### src/rtl/fetch_pkg.sv
package fetch_pkg;

    // PC and instruction word width
    localparam int XLEN  = 32;
    localparam int OPC_W = 6;

    ////////////////////
    // Branch opcodes
    ////////////////////
    localparam logic [OPC_W-1:0] OP_JUMP     = 6'h14;
    // Inclusive range of conditional branches
    localparam logic [OPC_W-1:0] OP_BCOND_LO = 6'h16;
    localparam logic [OPC_W-1:0] OP_BCOND_HI = 6'h1B;

    // Word offset widths, scaled by 4 when forming a target
    localparam int COND_OFFS_W = 16;
    localparam int JUMP_OFFS_W = 26;
    localparam int COND_REG_W  = XLEN - OPC_W - COND_OFFS_W;

    // One word, seen either as a conditional branch or as a jump
    typedef union packed {
        struct packed {
            logic [OPC_W-1:0]       opcode;
            logic [COND_OFFS_W-1:0] offset;
            logic [COND_REG_W-1:0]  regs;
        } cond;
        struct packed {
            logic [OPC_W-1:0]       opcode;
            logic [JUMP_OFFS_W-1:0] offset;
        } jump;
    } inst_word_u;

endpackage

### src/rtl/pipe_ctrl_pkg.sv
package pipe_ctrl_pkg;

    ////////////////////
    // Pause vector
    ////////////////////

    // One bit per pipeline stage
    localparam int PAUSE_W = 7;

    // Decode stage
    localparam int PAUSE_ID = 2;

    // Stage after decode
    localparam int PAUSE_EX = 3;

    // A decode pause alone empties the issue slots,
    // a pause of both stages freezes them

endpackage

### src/rtl/branch_predecode.sv
module branch_predecode
    import fetch_pkg::*;
(
    input  logic [XLEN-1:0] pc_i,
    input  logic [XLEN-1:0] inst_i,
    output logic            is_branch_o,
    output logic            pred_taken_o,
    output logic [XLEN-1:0] pred_target_o
);

    inst_word_u      word;
    logic            is_jump;
    logic            is_cond;
    logic [XLEN-1:0] jump_offs;
    logic [XLEN-1:0] cond_offs;

    assign word = inst_i;

    ////////////////////
    // Opcode decode
    ////////////////////
    assign is_jump = (word.jump.opcode == OP_JUMP);
    assign is_cond = (word.cond.opcode >= OP_BCOND_LO) &&
                     (word.cond.opcode <= OP_BCOND_HI);

    // Sign extended byte offsets
    assign jump_offs = {{(XLEN - JUMP_OFFS_W - 2){word.jump.offset[JUMP_OFFS_W-1]}},
                        word.jump.offset, 2'b00};
    assign cond_offs = {{(XLEN - COND_OFFS_W - 2){word.cond.offset[COND_OFFS_W-1]}},
                        word.cond.offset, 2'b00};

    ////////////////////
    // Static prediction
    ////////////////////
    always_comb begin
        is_branch_o   = 1'b0;
        pred_taken_o  = 1'b0;
        pred_target_o = '0;
        if (is_jump) begin
            is_branch_o   = 1'b1;
            pred_taken_o  = 1'b1;
            pred_target_o = pc_i + jump_offs;
        end else if (is_cond) begin
            is_branch_o   = 1'b1;
            // Backward branches are assumed to be loops
            pred_taken_o  = word.cond.offset[COND_OFFS_W-1];
            pred_target_o = pc_i + cond_offs;
        end
    end

endmodule

### src/rtl/inst_buffer.sv
module inst_buffer
    import fetch_pkg::*;
#(
    parameter int DEPTH = 16
) (
    input  logic                       clk,
    input  logic                       arst_n_i,
    input  logic                       clear_i,
    input  logic                       wr_en_i,
    input  logic [XLEN-1:0]            wr_inst_i,
    input  logic [XLEN-1:0]            wr_pc_i,
    input  logic                       wr_exc_i,
    input  logic                       wr_is_branch_i,
    input  logic                       wr_taken_i,
    input  logic [XLEN-1:0]            wr_target_i,
    input  logic [1:0]                 rd_cnt_i,
    input  logic                       bubble_i,
    input  logic                       hold_i,
    output logic [$clog2(DEPTH):0]     count_o,
    output logic                       inst1_valid_o,
    output logic [XLEN-1:0]            inst1_o,
    output logic [XLEN-1:0]            pc1_o,
    output logic                       exc1_o,
    output logic                       is_branch1_o,
    output logic                       pred_taken1_o,
    output logic [XLEN-1:0]            pred_target1_o,
    output logic                       inst2_valid_o,
    output logic [XLEN-1:0]            inst2_o,
    output logic [XLEN-1:0]            pc2_o,
    output logic                       exc2_o,
    output logic                       is_branch2_o,
    output logic                       pred_taken2_o,
    output logic [XLEN-1:0]            pred_target2_o
);

    localparam int AW = $clog2(DEPTH);
    localparam int CW = AW + 1;

    // Entry storage, one array per field
    logic [XLEN-1:0] mem_inst   [DEPTH];
    logic [XLEN-1:0] mem_pc     [DEPTH];
    logic            mem_exc    [DEPTH];
    logic            mem_branch [DEPTH];
    logic            mem_taken  [DEPTH];
    logic [XLEN-1:0] mem_target [DEPTH];

    logic [AW-1:0] head;
    logic [AW-1:0] tail;
    logic [CW-1:0] count;

    // Issue slot registers, index 0 is slot 1
    logic [1:0]      slot_valid;
    logic [XLEN-1:0] slot_inst   [2];
    logic [XLEN-1:0] slot_pc     [2];
    logic            slot_exc    [2];
    logic            slot_branch [2];
    logic            slot_taken  [2];
    logic [XLEN-1:0] slot_target [2];

    ////////////////////
    // Write side
    ////////////////////
    always_ff @(posedge clk) begin
        if (wr_en_i) begin
            mem_inst[tail]   <= wr_inst_i;
            mem_pc[tail]     <= wr_pc_i;
            mem_exc[tail]    <= wr_exc_i;
            mem_branch[tail] <= wr_is_branch_i;
            mem_taken[tail]  <= wr_taken_i;
            mem_target[tail] <= wr_target_i;
        end
    end

    // Pointers and occupancy
    always_ff @(posedge clk or negedge arst_n_i) begin
        if (!arst_n_i) begin
            head  <= '0;
            tail  <= '0;
            count <= '0;
        end else if (clear_i) begin
            head  <= '0;
            tail  <= '0;
            count <= '0;
        end else begin
            if (wr_en_i) begin
                tail <= tail + 1'b1;
            end
            head  <= head + AW'(rd_cnt_i);
            count <= count + CW'(wr_en_i) - CW'(rd_cnt_i);
        end
    end

    assign count_o = count;

    ////////////////////
    // Read side
    ////////////////////
    always_ff @(posedge clk or negedge arst_n_i) begin
        if (!arst_n_i) begin
            slot_valid <= '0;
        end else if (clear_i || bubble_i) begin
            slot_valid <= '0;
        end else if (!hold_i) begin
            slot_valid <= {rd_cnt_i == 2'd2, rd_cnt_i != 2'd0};
        end
    end

    // Oldest entry goes to slot 1; unloaded slots read as zero
    always_ff @(posedge clk) begin
        for (int k = 0; k < 2; k++) begin
            if (!hold_i) begin
                if (rd_cnt_i > 2'(k)) begin
                    slot_inst[k]   <= mem_inst[head + AW'(k)];
                    slot_pc[k]     <= mem_pc[head + AW'(k)];
                    slot_exc[k]    <= mem_exc[head + AW'(k)];
                    slot_branch[k] <= mem_branch[head + AW'(k)];
                    slot_taken[k]  <= mem_taken[head + AW'(k)];
                    slot_target[k] <= mem_target[head + AW'(k)];
                end else begin
                    slot_inst[k]   <= '0;
                    slot_pc[k]     <= '0;
                    slot_exc[k]    <= 1'b0;
                    slot_branch[k] <= 1'b0;
                    slot_taken[k]  <= 1'b0;
                    slot_target[k] <= '0;
                end
            end
        end
    end

    assign inst1_valid_o  = slot_valid[0];
    assign inst1_o        = slot_inst[0];
    assign pc1_o          = slot_pc[0];
    assign exc1_o         = slot_exc[0];
    assign is_branch1_o   = slot_branch[0];
    assign pred_taken1_o  = slot_taken[0];
    assign pred_target1_o = slot_target[0];

    assign inst2_valid_o  = slot_valid[1];
    assign inst2_o        = slot_inst[1];
    assign pc2_o          = slot_pc[1];
    assign exc2_o         = slot_exc[1];
    assign is_branch2_o   = slot_branch[1];
    assign pred_taken2_o  = slot_taken[1];
    assign pred_target2_o = slot_target[1];

endmodule

### src/rtl/fetch_ctrl.sv
module fetch_ctrl
    import pipe_ctrl_pkg::*;
#(
    parameter int DEPTH = 16
) (
    input  logic                   clk,
    input  logic                   arst_n_i,
    input  logic                   fetch_valid_i,
    input  logic                   branch_flush_i,
    input  logic                   exc_flush_i,
    input  logic                   id_stall_i,
    input  logic [PAUSE_W-1:0]     pause_i,
    input  logic                   issue_en_1_i,
    input  logic                   issue_en_2_i,
    input  logic [$clog2(DEPTH):0] count_i,
    output logic                   wr_en_o,
    output logic                   clear_o,
    output logic                   bubble_o,
    output logic                   hold_o,
    output logic [1:0]             rd_cnt_o,
    output logic                   buf_full_o
);

    localparam int CW = $clog2(DEPTH) + 1;

    logic       flush_pend_q;
    logic       flush_now;
    logic       full;
    logic       id_pause;
    logic       ex_pause;
    logic [1:0] req_cnt;

    // Set by reset, so the first cycle out of reset behaves as a flush
    always_ff @(posedge clk or negedge arst_n_i) begin
        if (!arst_n_i) begin
            flush_pend_q <= 1'b1;
        end else begin
            flush_pend_q <= 1'b0;
        end
    end

    assign flush_now  = branch_flush_i | exc_flush_i | flush_pend_q;
    assign full       = (count_i == CW'(DEPTH));
    assign buf_full_o = full;

    ////////////////////
    // Buffer strobes
    ////////////////////
    assign clear_o = flush_now;
    // Wrong path word in the flush cycle is dropped
    assign wr_en_o = fetch_valid_i & ~full & ~flush_now;

    assign id_pause = pause_i[PAUSE_ID];
    assign ex_pause = pause_i[PAUSE_EX];
    assign req_cnt  = {1'b0, issue_en_1_i} + {1'b0, issue_en_2_i};

    always_comb begin
        bubble_o = 1'b0;
        hold_o   = 1'b0;
        rd_cnt_o = 2'd0;
        if (flush_now) begin
            rd_cnt_o = 2'd0;
        end else if (id_pause && ex_pause) begin
            hold_o = 1'b1;
        end else if (id_stall_i || id_pause) begin
            bubble_o = 1'b1;
        end else if (count_i < CW'(req_cnt)) begin
            // Fewer entries than requested
            rd_cnt_o = 2'(count_i);
        end else begin
            rd_cnt_o = req_cnt;
        end
    end

endmodule

### src/rtl/frontend_top.sv
module frontend_top
    import fetch_pkg::*, pipe_ctrl_pkg::*;
#(
    parameter int DEPTH = 16
) (
    input  logic               clk,
    input  logic               arst_n_i,
    input  logic               fetch_valid_i,
    input  logic [XLEN-1:0]    fetch_inst_i,
    input  logic [XLEN-1:0]    fetch_pc_i,
    input  logic               fetch_exc_i,
    input  logic               branch_flush_i,
    input  logic               exc_flush_i,
    input  logic               id_stall_i,
    input  logic [PAUSE_W-1:0] pause_i,
    input  logic               issue_en_1_i,
    input  logic               issue_en_2_i,
    output logic               buf_full_o,
    output logic               inst1_valid_o,
    output logic [XLEN-1:0]    inst1_o,
    output logic [XLEN-1:0]    pc1_o,
    output logic               exc1_o,
    output logic               is_branch1_o,
    output logic               pred_taken1_o,
    output logic [XLEN-1:0]    pred_target1_o,
    output logic               inst2_valid_o,
    output logic [XLEN-1:0]    inst2_o,
    output logic [XLEN-1:0]    pc2_o,
    output logic               exc2_o,
    output logic               is_branch2_o,
    output logic               pred_taken2_o,
    output logic [XLEN-1:0]    pred_target2_o
);

    localparam int CW = $clog2(DEPTH) + 1;

    // Predecode results
    logic            is_branch;
    logic            pred_taken;
    logic [XLEN-1:0] pred_target;

    // Control strobes
    logic            wr_en;
    logic            clear;
    logic            bubble;
    logic            hold;
    logic [1:0]      rd_cnt;
    logic [CW-1:0]   count;

    branch_predecode u_predecode (
        .pc_i          (fetch_pc_i),
        .inst_i        (fetch_inst_i),
        .is_branch_o   (is_branch),
        .pred_taken_o  (pred_taken),
        .pred_target_o (pred_target)
    );

    fetch_ctrl #(
        .DEPTH (DEPTH)
    ) u_ctrl (
        .clk            (clk),
        .arst_n_i       (arst_n_i),
        .fetch_valid_i  (fetch_valid_i),
        .branch_flush_i (branch_flush_i),
        .exc_flush_i    (exc_flush_i),
        .id_stall_i     (id_stall_i),
        .pause_i        (pause_i),
        .issue_en_1_i   (issue_en_1_i),
        .issue_en_2_i   (issue_en_2_i),
        .count_i        (count),
        .wr_en_o        (wr_en),
        .clear_o        (clear),
        .bubble_o       (bubble),
        .hold_o         (hold),
        .rd_cnt_o       (rd_cnt),
        .buf_full_o     (buf_full_o)
    );

    inst_buffer #(
        .DEPTH (DEPTH)
    ) u_buffer (
        .clk            (clk),
        .arst_n_i       (arst_n_i),
        .clear_i        (clear),
        .wr_en_i        (wr_en),
        .wr_inst_i      (fetch_inst_i),
        .wr_pc_i        (fetch_pc_i),
        .wr_exc_i       (fetch_exc_i),
        .wr_is_branch_i (is_branch),
        .wr_taken_i     (pred_taken),
        .wr_target_i    (pred_target),
        .rd_cnt_i       (rd_cnt),
        .bubble_i       (bubble),
        .hold_i         (hold),
        .count_o        (count),
        .inst1_valid_o  (inst1_valid_o),
        .inst1_o        (inst1_o),
        .pc1_o          (pc1_o),
        .exc1_o         (exc1_o),
        .is_branch1_o   (is_branch1_o),
        .pred_taken1_o  (pred_taken1_o),
        .pred_target1_o (pred_target1_o),
        .inst2_valid_o  (inst2_valid_o),
        .inst2_o        (inst2_o),
        .pc2_o          (pc2_o),
        .exc2_o         (exc2_o),
        .is_branch2_o   (is_branch2_o),
        .pred_taken2_o  (pred_taken2_o),
        .pred_target2_o (pred_target2_o)
    );

endmodule

### config.mk
export PLATFORM = sky130hd
export DESIGN_NAME = frontend_top
export DESIGN_NICKNAME = d
export VERILOG_FILES = /design/src/rtl/fetch_pkg.sv /design/src/rtl/pipe_ctrl_pkg.sv /design/src/rtl/branch_predecode.sv /design/src/rtl/inst_buffer.sv /design/src/rtl/fetch_ctrl.sv /design/src/rtl/frontend_top.sv
export SDC_FILE = /design/constraint.sdc
export NUM_CORES = 2
export LEC_CHECK = 0
export BUFFER_PORTS_ARGS = -buffer_cell sky130_fd_sc_hd__buf_2
export CORE_MARGIN = 1.5
export CORE_UTILIZATION = 30
export DETAILED_ROUTE_END_ITERATION = 10
export GPL_TIMING_DRIVEN = 0
export PLACE_DENSITY = 0.46
export SLEW_MARGIN = 0
export SYNTH_ARGS = -nofsm -noshare
export SYNTH_HDL_FRONTEND = slang
export SYNTH_SLANG_ARGS = --single-unit
### constraint.sdc
create_clock -name clk -period 19.5 [get_ports clk]
set_input_delay 1.95 -clock clk [delete_from_list [all_inputs] [get_ports clk]]
set_output_delay 1.95 -clock clk [all_outputs]
set_load 0.005 [all_outputs]
# Word level (Yosys, flattened, before mapping)
# Memories as Yosys holds them, arrays and structs flattened.
# Index checks and enable logic that the tools add are counted.
# classes
add_sub_neg,8
order_cmp,5
n_eq_ne,4
mux,47
bitwise_logic,18
reduce_logical,6
# op_table
op,n
32-bit two-way mux,8
32-bit adder,2
1-bit two-way mux,29
1-bit OR,14
2-bit two-way mux,6
4-bit two-way mux,3
"4-bit by 1-bit adder with 4-bit output, second input constant",2
"6-bit by 5-bit equality test with 1-bit output, second input constant",1
"6-bit by 5-bit greater-or-equal comparator with 1-bit output, second input constant",1
"6-bit by 5-bit <= comparator with 1-bit output, second input constant",1
5-bit by 1-bit adder with 5-bit output,1
"5-bit equality test, second input constant",1
5-bit by 2-bit < comparator with 1-bit output,1
5-bit two-way mux,1
5-bit by 2-bit subtractor with 5-bit output,1
4-bit by 2-bit adder with 4-bit output,1
"2-bit by 1-bit greater-than comparator with 1-bit output, second input constant",2
2-bit nonzero test,2
1-bit by 1-bit adder with 2-bit output,1
1-bit AND,2
"2-bit equality test, second input constant",1
1-bit logical AND,2
1-bit logical OR,2
"2-bit != test, second input constant",1
1-bit NOT,2
# totals
reg_bits,16
ramBits,1782
input_bits,80
out_inout_bits,201
word_cells,105
memories,12
# mem_list
name,depth,width,rd,rd_clocked_by_memory_dff,wr,line,text
u_buffer.mem_inst,16,32,2,0,1,inst_buffer.sv:40,logic [XLEN-1:0] mem_inst [DEPTH];
u_buffer.mem_pc,16,32,2,0,1,inst_buffer.sv:41,logic [XLEN-1:0] mem_pc [DEPTH];
u_buffer.mem_target,16,32,2,0,1,inst_buffer.sv:45,logic [XLEN-1:0] mem_target [DEPTH];
u_buffer.slot_inst,2,32,2,0,2,inst_buffer.sv:53,logic [XLEN-1:0] slot_inst [2];
u_buffer.slot_pc,2,32,2,0,2,inst_buffer.sv:54,logic [XLEN-1:0] slot_pc [2];
u_buffer.slot_target,2,32,2,0,2,inst_buffer.sv:58,logic [XLEN-1:0] slot_target [2];
+6 memories,--,--,--,--,--,--,

# Depth between registers and ports, before layout
# depth
word_depth,11
mapped_depth,18
ltp_nobuf,17

# By module
# Synthesis repeated with hierarchy kept, for this count alone.
# unflattened
cells_unflattened,4110
area_unflattened_um2,81489.4
# modules_own_cells
module,instances,cells_per_inst,area_per_inst_um2,seq_area_each_um2
inst_buffer,1,3677,78322.6,52895.7
branch_predecode,1,411,2994.1,0.0
fetch_ctrl,1,22,172.7,26.3

# Worst setup path before layout
# Ideal clock, no wire load.
# synth_timing
path_kind,in2reg
from,input fetch_valid_i
to,"memory u_buffer.mem_branch[2], enable pin"
setup_ns,0.678
t_arrival_ns,9.290
t_required_ns,18.822
slack_ns,9.532
cell_stages,4
path_buffers,0
path_cell_list,nor2b_1 > and2_1 > nand2_1 > nor3_1
# synth_via
elab_chain_cells,4
# synth_lines
element,line,text
"start, declared",frontend_top.sv:8,"input logic fetch_valid_i,"
1-bit AND (2 in series),fetch_ctrl.sv:51,assign wr_en_o = fetch_valid_i & ~full & ~flush_now;
1-bit two-way mux,inst_buffer.sv:64,if (wr_en_i) begin
1-bit two-way mux (not written as such),inst_buffer.sv:68,mem_branch[tail] <= wr_is_branch_i;
"end, declared",inst_buffer.sv:43,logic mem_branch [DEPTH];
# No other way between the ends.

# Worst setup path in the final report
# layout_timing
from,input fetch_inst_i[25]
to,"memory u_buffer.mem_target[10][31], data pin"
# layout_via
elab_chain_cells,3
elab_cells_between_ends,4
classes_between,add/sub: 2; mux: 2
# layout_lines
element,line,text
"start, declared",frontend_top.sv:9,"input logic [XLEN-1:0] fetch_inst_i,"
32-bit adder,branch_predecode.sv:47,pred_target_o = pc_i + cond_offs;
32-bit two-way mux,branch_predecode.sv:43,end else if (is_cond) begin
32-bit two-way mux *,branch_predecode.sv:39,if (is_jump) begin
via pred_target[31],frontend_top.sv:40,logic [XLEN-1:0] pred_target;
"end, declared",inst_buffer.sv:45,
# The timed path passes the listed nets; every way through them passes the cells marked *.

==> impl_metrics.py <==
metrics = {
    "synthesis": {
        "netlist.area_leader.share": 0.6115,
        "synth_area_per_cell_um2": 18.12,
        "biggest_area_consumer_among_synthesized_cells": "edfxtp_1",
        "synth_fp_nets": 4716,
        "async_flop_share": 0.008899,
        "ys_ff_latch": 1798,
        "dominantRegCellSynth": "edfxtp_1",
        "post_synth_num_cell_types": 79,
        "synth-warning-count": 0,
        "netlist_instances": 4560,
        "synth.yosys.seq_area_share": 0.6403,
        "post_synth_main_area_contributors": "edfxtp_1 61%, mux4_2 24%, nand2_1 2.9%",
        "synth_enable_flop_cells": 1683,
        "synth.cell_area_um2": 82650,
    },
    "timing": {
        "max_slew.worst_pin.slew_ns": 1.468,
        "fin_worst_skew_ns": 0.04950,
        "endpoints_failing_hold": 0,
        "grt_setup_unrepaired": "no",
        "final-setup-viol-count": 0,
        "slew_headroom": 0.02124,
        "finalMaxSlewViolations": 0,
        "final.setup.tns_ns": 0,
        "period_needed_ns": 5.503,
        "final_setup_slack_of_the_worst_path_ns": 14.00,
        "final.period_utilization": 0.2822,
        "clock.fmax_mhz": 181.7,
    },
    "setup_path": {
        "timing.critical_path.arrival_ns": 5.95,
        "start_kind": "input port",
        "criticalPathCategory": "in -> reg",
        "worst_setup_path_startpoint": "fetch_inst_i[25]",
        "setup.worst_path.end_class": "flop",
        "critPathMaxFanout": 32,
        "critPathRequiredTime_ns": 19.95,
        "critical_path.reg2reg.startpoint": "u_buffer.head[1]",
    },
    "route": {
        "vias_per_cell": 5.432,
        "firstDrtPassIters": 6,
        "drt_iter0_markers": 5307,
        "wl_per_cell_um": 32.64,
        "routed_wl_mm": 292.6,
        "route.vias.total": 48705,
        "drcViolationCount": 0,
        "antenna_violating_nets_post_route": 0,
    },
    "pwr": {
        "power_density_nw_per_um2": 85.48,
        "ir_worst_vdd_uv": 88.25,
        "total_leakage_power_nw": 31.54,
    },
    "grt": {
        "grtUsageMet3": 0.04276,
        "top_usage_layer": "met2",
        "globalRouteTotalUtil": 0.2085,
        "global_route.overflow_total": 0,
        "use_met2": 0.3385,
        "grt_first_pass_wirelength_mm": 405.1,
        "first_global_vias": 49954,
        "number_of_antenna_violations_at_the_first_check_in_global_routing": 39,
        "grt_start_max_net_pins": 53,
        "gr-usage-met1": 0.2818,
    },
    "cts": {
        "cts-buffers-inserted": 201,
        "cts-resized-gates": 0,
        "cts.reportedPaths.clkPinSlew_ns": 0.06,
        "maximum_count_of_clock_buffers_along_a_single_path": 3,
        "clock_insertion_delay_worst_skew_ns": 0.89,
        "clock_tree_from_tritoncts": "built",
        "cts.htree.levels": 4,
        "cts_hold_buf": 0,
        "post-cts-setup-buffers": 0,
        "numClockSinks": 1798,
        "clock_tree.root_cell": "clkbuf_16",
    },
    "floorplan": {
        "die_area_um2": 278700,
        "start_util": 0.3018,
        "floorplan_core_area_um2": 273900,
        "floorplan.io_pins": 281,
        "die_height_um": 527.9,
        "standard_cell_row_count": 192,
        "die-width_um": 527.9,
    },
    "place": {
        "placedCellCount": 8563,
        "placement.setup.worst_slack_ns": 13.13,
        "globalplace.congestion": 0.8260,
        "dp.final_hpwl_mm": 207.6,
        "port-buffer-count": 275,
    },
    "cells_and_area": {
        "multi_input_area_um2": 28540,
        "layout.cells.most_common": "edfxtp_1",
        "commonest_non_fill_non_tap_cells_in_the_layout": "1683 x edfxtp_1, 891 x mux4_2, 636 x nand2_1, 359 x buf_2, 243 x clkbuf_1",
        "syn_to_final_growth_pct": 18.29,
        "area_of_all_sequential_standard_cells_um2": 52920,
        "finish.cell_count_without_fillers": 8966,
        "final.fill_count": 25628,
        "drive_above_1_share": 0.3293,
        "layout.nets": 5335,
    },
    "worst_hold_path": {
        "worst_hold_path_type": "reg -> reg",
        "timing.hold.worst.start": "u_buffer.slot_target[1][30]",
    },
    "run_status": {
        "outcome": "complete, no violations",
    },
    "job": {
        "max_cap_viol_count": 0,
    },
}
==> path summary, 6_finish.rpt <==
kind	to	slack, ns	cells past startpoint
max in group asynchronous	u_ctrl.flush_pend_q	18.14	1
min in group asynchronous	u_buffer.slot_valid[1]	1.02	1
setup reg to reg	u_buffer.slot_target[1][16]	14.92	10
hold reg to reg	u_buffer.slot_target[1][30]	0.45	2
hold / removal	u_buffer.slot_target[1][30]	0.45	2
setup / recovery	u_buffer.mem_target[10][31]	14.00	11
==> layout make-up <==
cell class	instances	area share
repair buffers	416	0.03714
plain buffers	320	0.01399
multi-input cells	2413	0.2919
inverters	29	0.001165
well taps	3589	0.04593
clock buffers	279	0.05611
flip-flops and latches	1798	0.5413
clock inverters	99	0.01188
diodes	23	0.0005887
==> sequential cells by signal, indices dropped and copies added (netlist names), 4 cells and up <==
signal / count
u_buffer.mem_inst: 512
u_buffer.mem_pc: 512
u_buffer.mem_target: 512
u_buffer.slot_inst: 64
u_buffer.slot_pc: 64
u_buffer.slot_target: 64
u_buffer.mem_branch: 16
u_buffer.mem_exc: 16
u_buffer.mem_taken: 16
u_buffer.count_o: 5
u_buffer.head: 4
u_buffer.tail: 4
==> critical path, cell delays in order <==
cell and delay [ns]:
buf_2 0.55, ha_1 0.34, clkbuf_1 0.19, a21o_1 0.23, a211oi_1 0.24, nor2_1 0.12, o311ai_0 0.64, nor2_1 0.21
o21ai_0 0.28, xnor2_1 0.10, o22ai_1 1.07
==> per-stage QoR <==
| step | hold slack [ns] | util | total power, W | cell area [um^2] |
|---|---|---|---|---|
| floorplan | 0.4487 | - | 0.004431 | 82650 |
| global placement | 0.4387 | 0.3232 | 0.004549 | 88510 |
| detailed placement | 0.4385 | 0.3323 | 0.004556 | 91000 |
| CTS | 0.4522 | 0.3566 | 0.008436 | 97650 |
| global route | 0.4715 | 0.3568 | 0.008589 | 97720 |
| finish | 0.4458 | 0.3570 | 0.008358 | 97770 |
==> where the power goes <==
group          internal, W  switching, W  leakage, nW  total, W
Combinational    0.0000764      0.000172         11.6  0.000248
Sequential         0.00422    0.00000442         16.7   0.00423
Clock              0.00225       0.00163         3.23   0.00388
Total              0.00655       0.00181         31.5   0.00836
==> logic make-up (layout without fill, tap and decap cells) <==
logic type	count (synthesis)	in the layout	share of synthesized area
flops	1798	1798	0.6403
fa+ha+maj	76	76	0.01187
mux	900	900	0.2439
buf+inv	349	1143	0.01755
other cells	1	24	0.00004537
compound gates	403	403	0.02940
xor+xnor	49	49	0.005193
simple gates	984	984	0.05173
==> cells in the mapped netlist (all sizes together), types with 10 or more instances <==
master,number
xnor2,26
o21ai,242
nand3,114
nor3,17
o22ai,17
dfxtp,99
buf,122
a211oi,13
o211ai,10
nor2,61
a21o,20
xor2,23
nand2,637
and2,10
edfxtp,1683
mux4,891
a21oi,41
ha,72
inv,29
nor2b,109
dfrtp,15
clkbuf,198
==> routing by layer <==
layer | vias to the layer above | share of wire
li1 | 20033 | -
met1 | 26200 | 0.42
met2 | 2029 | 0.48
met3 | 421 | 0.073
met4 | 22 | 0.029
met5 | - | 0.00040
(Power assumes the default switching activity.)
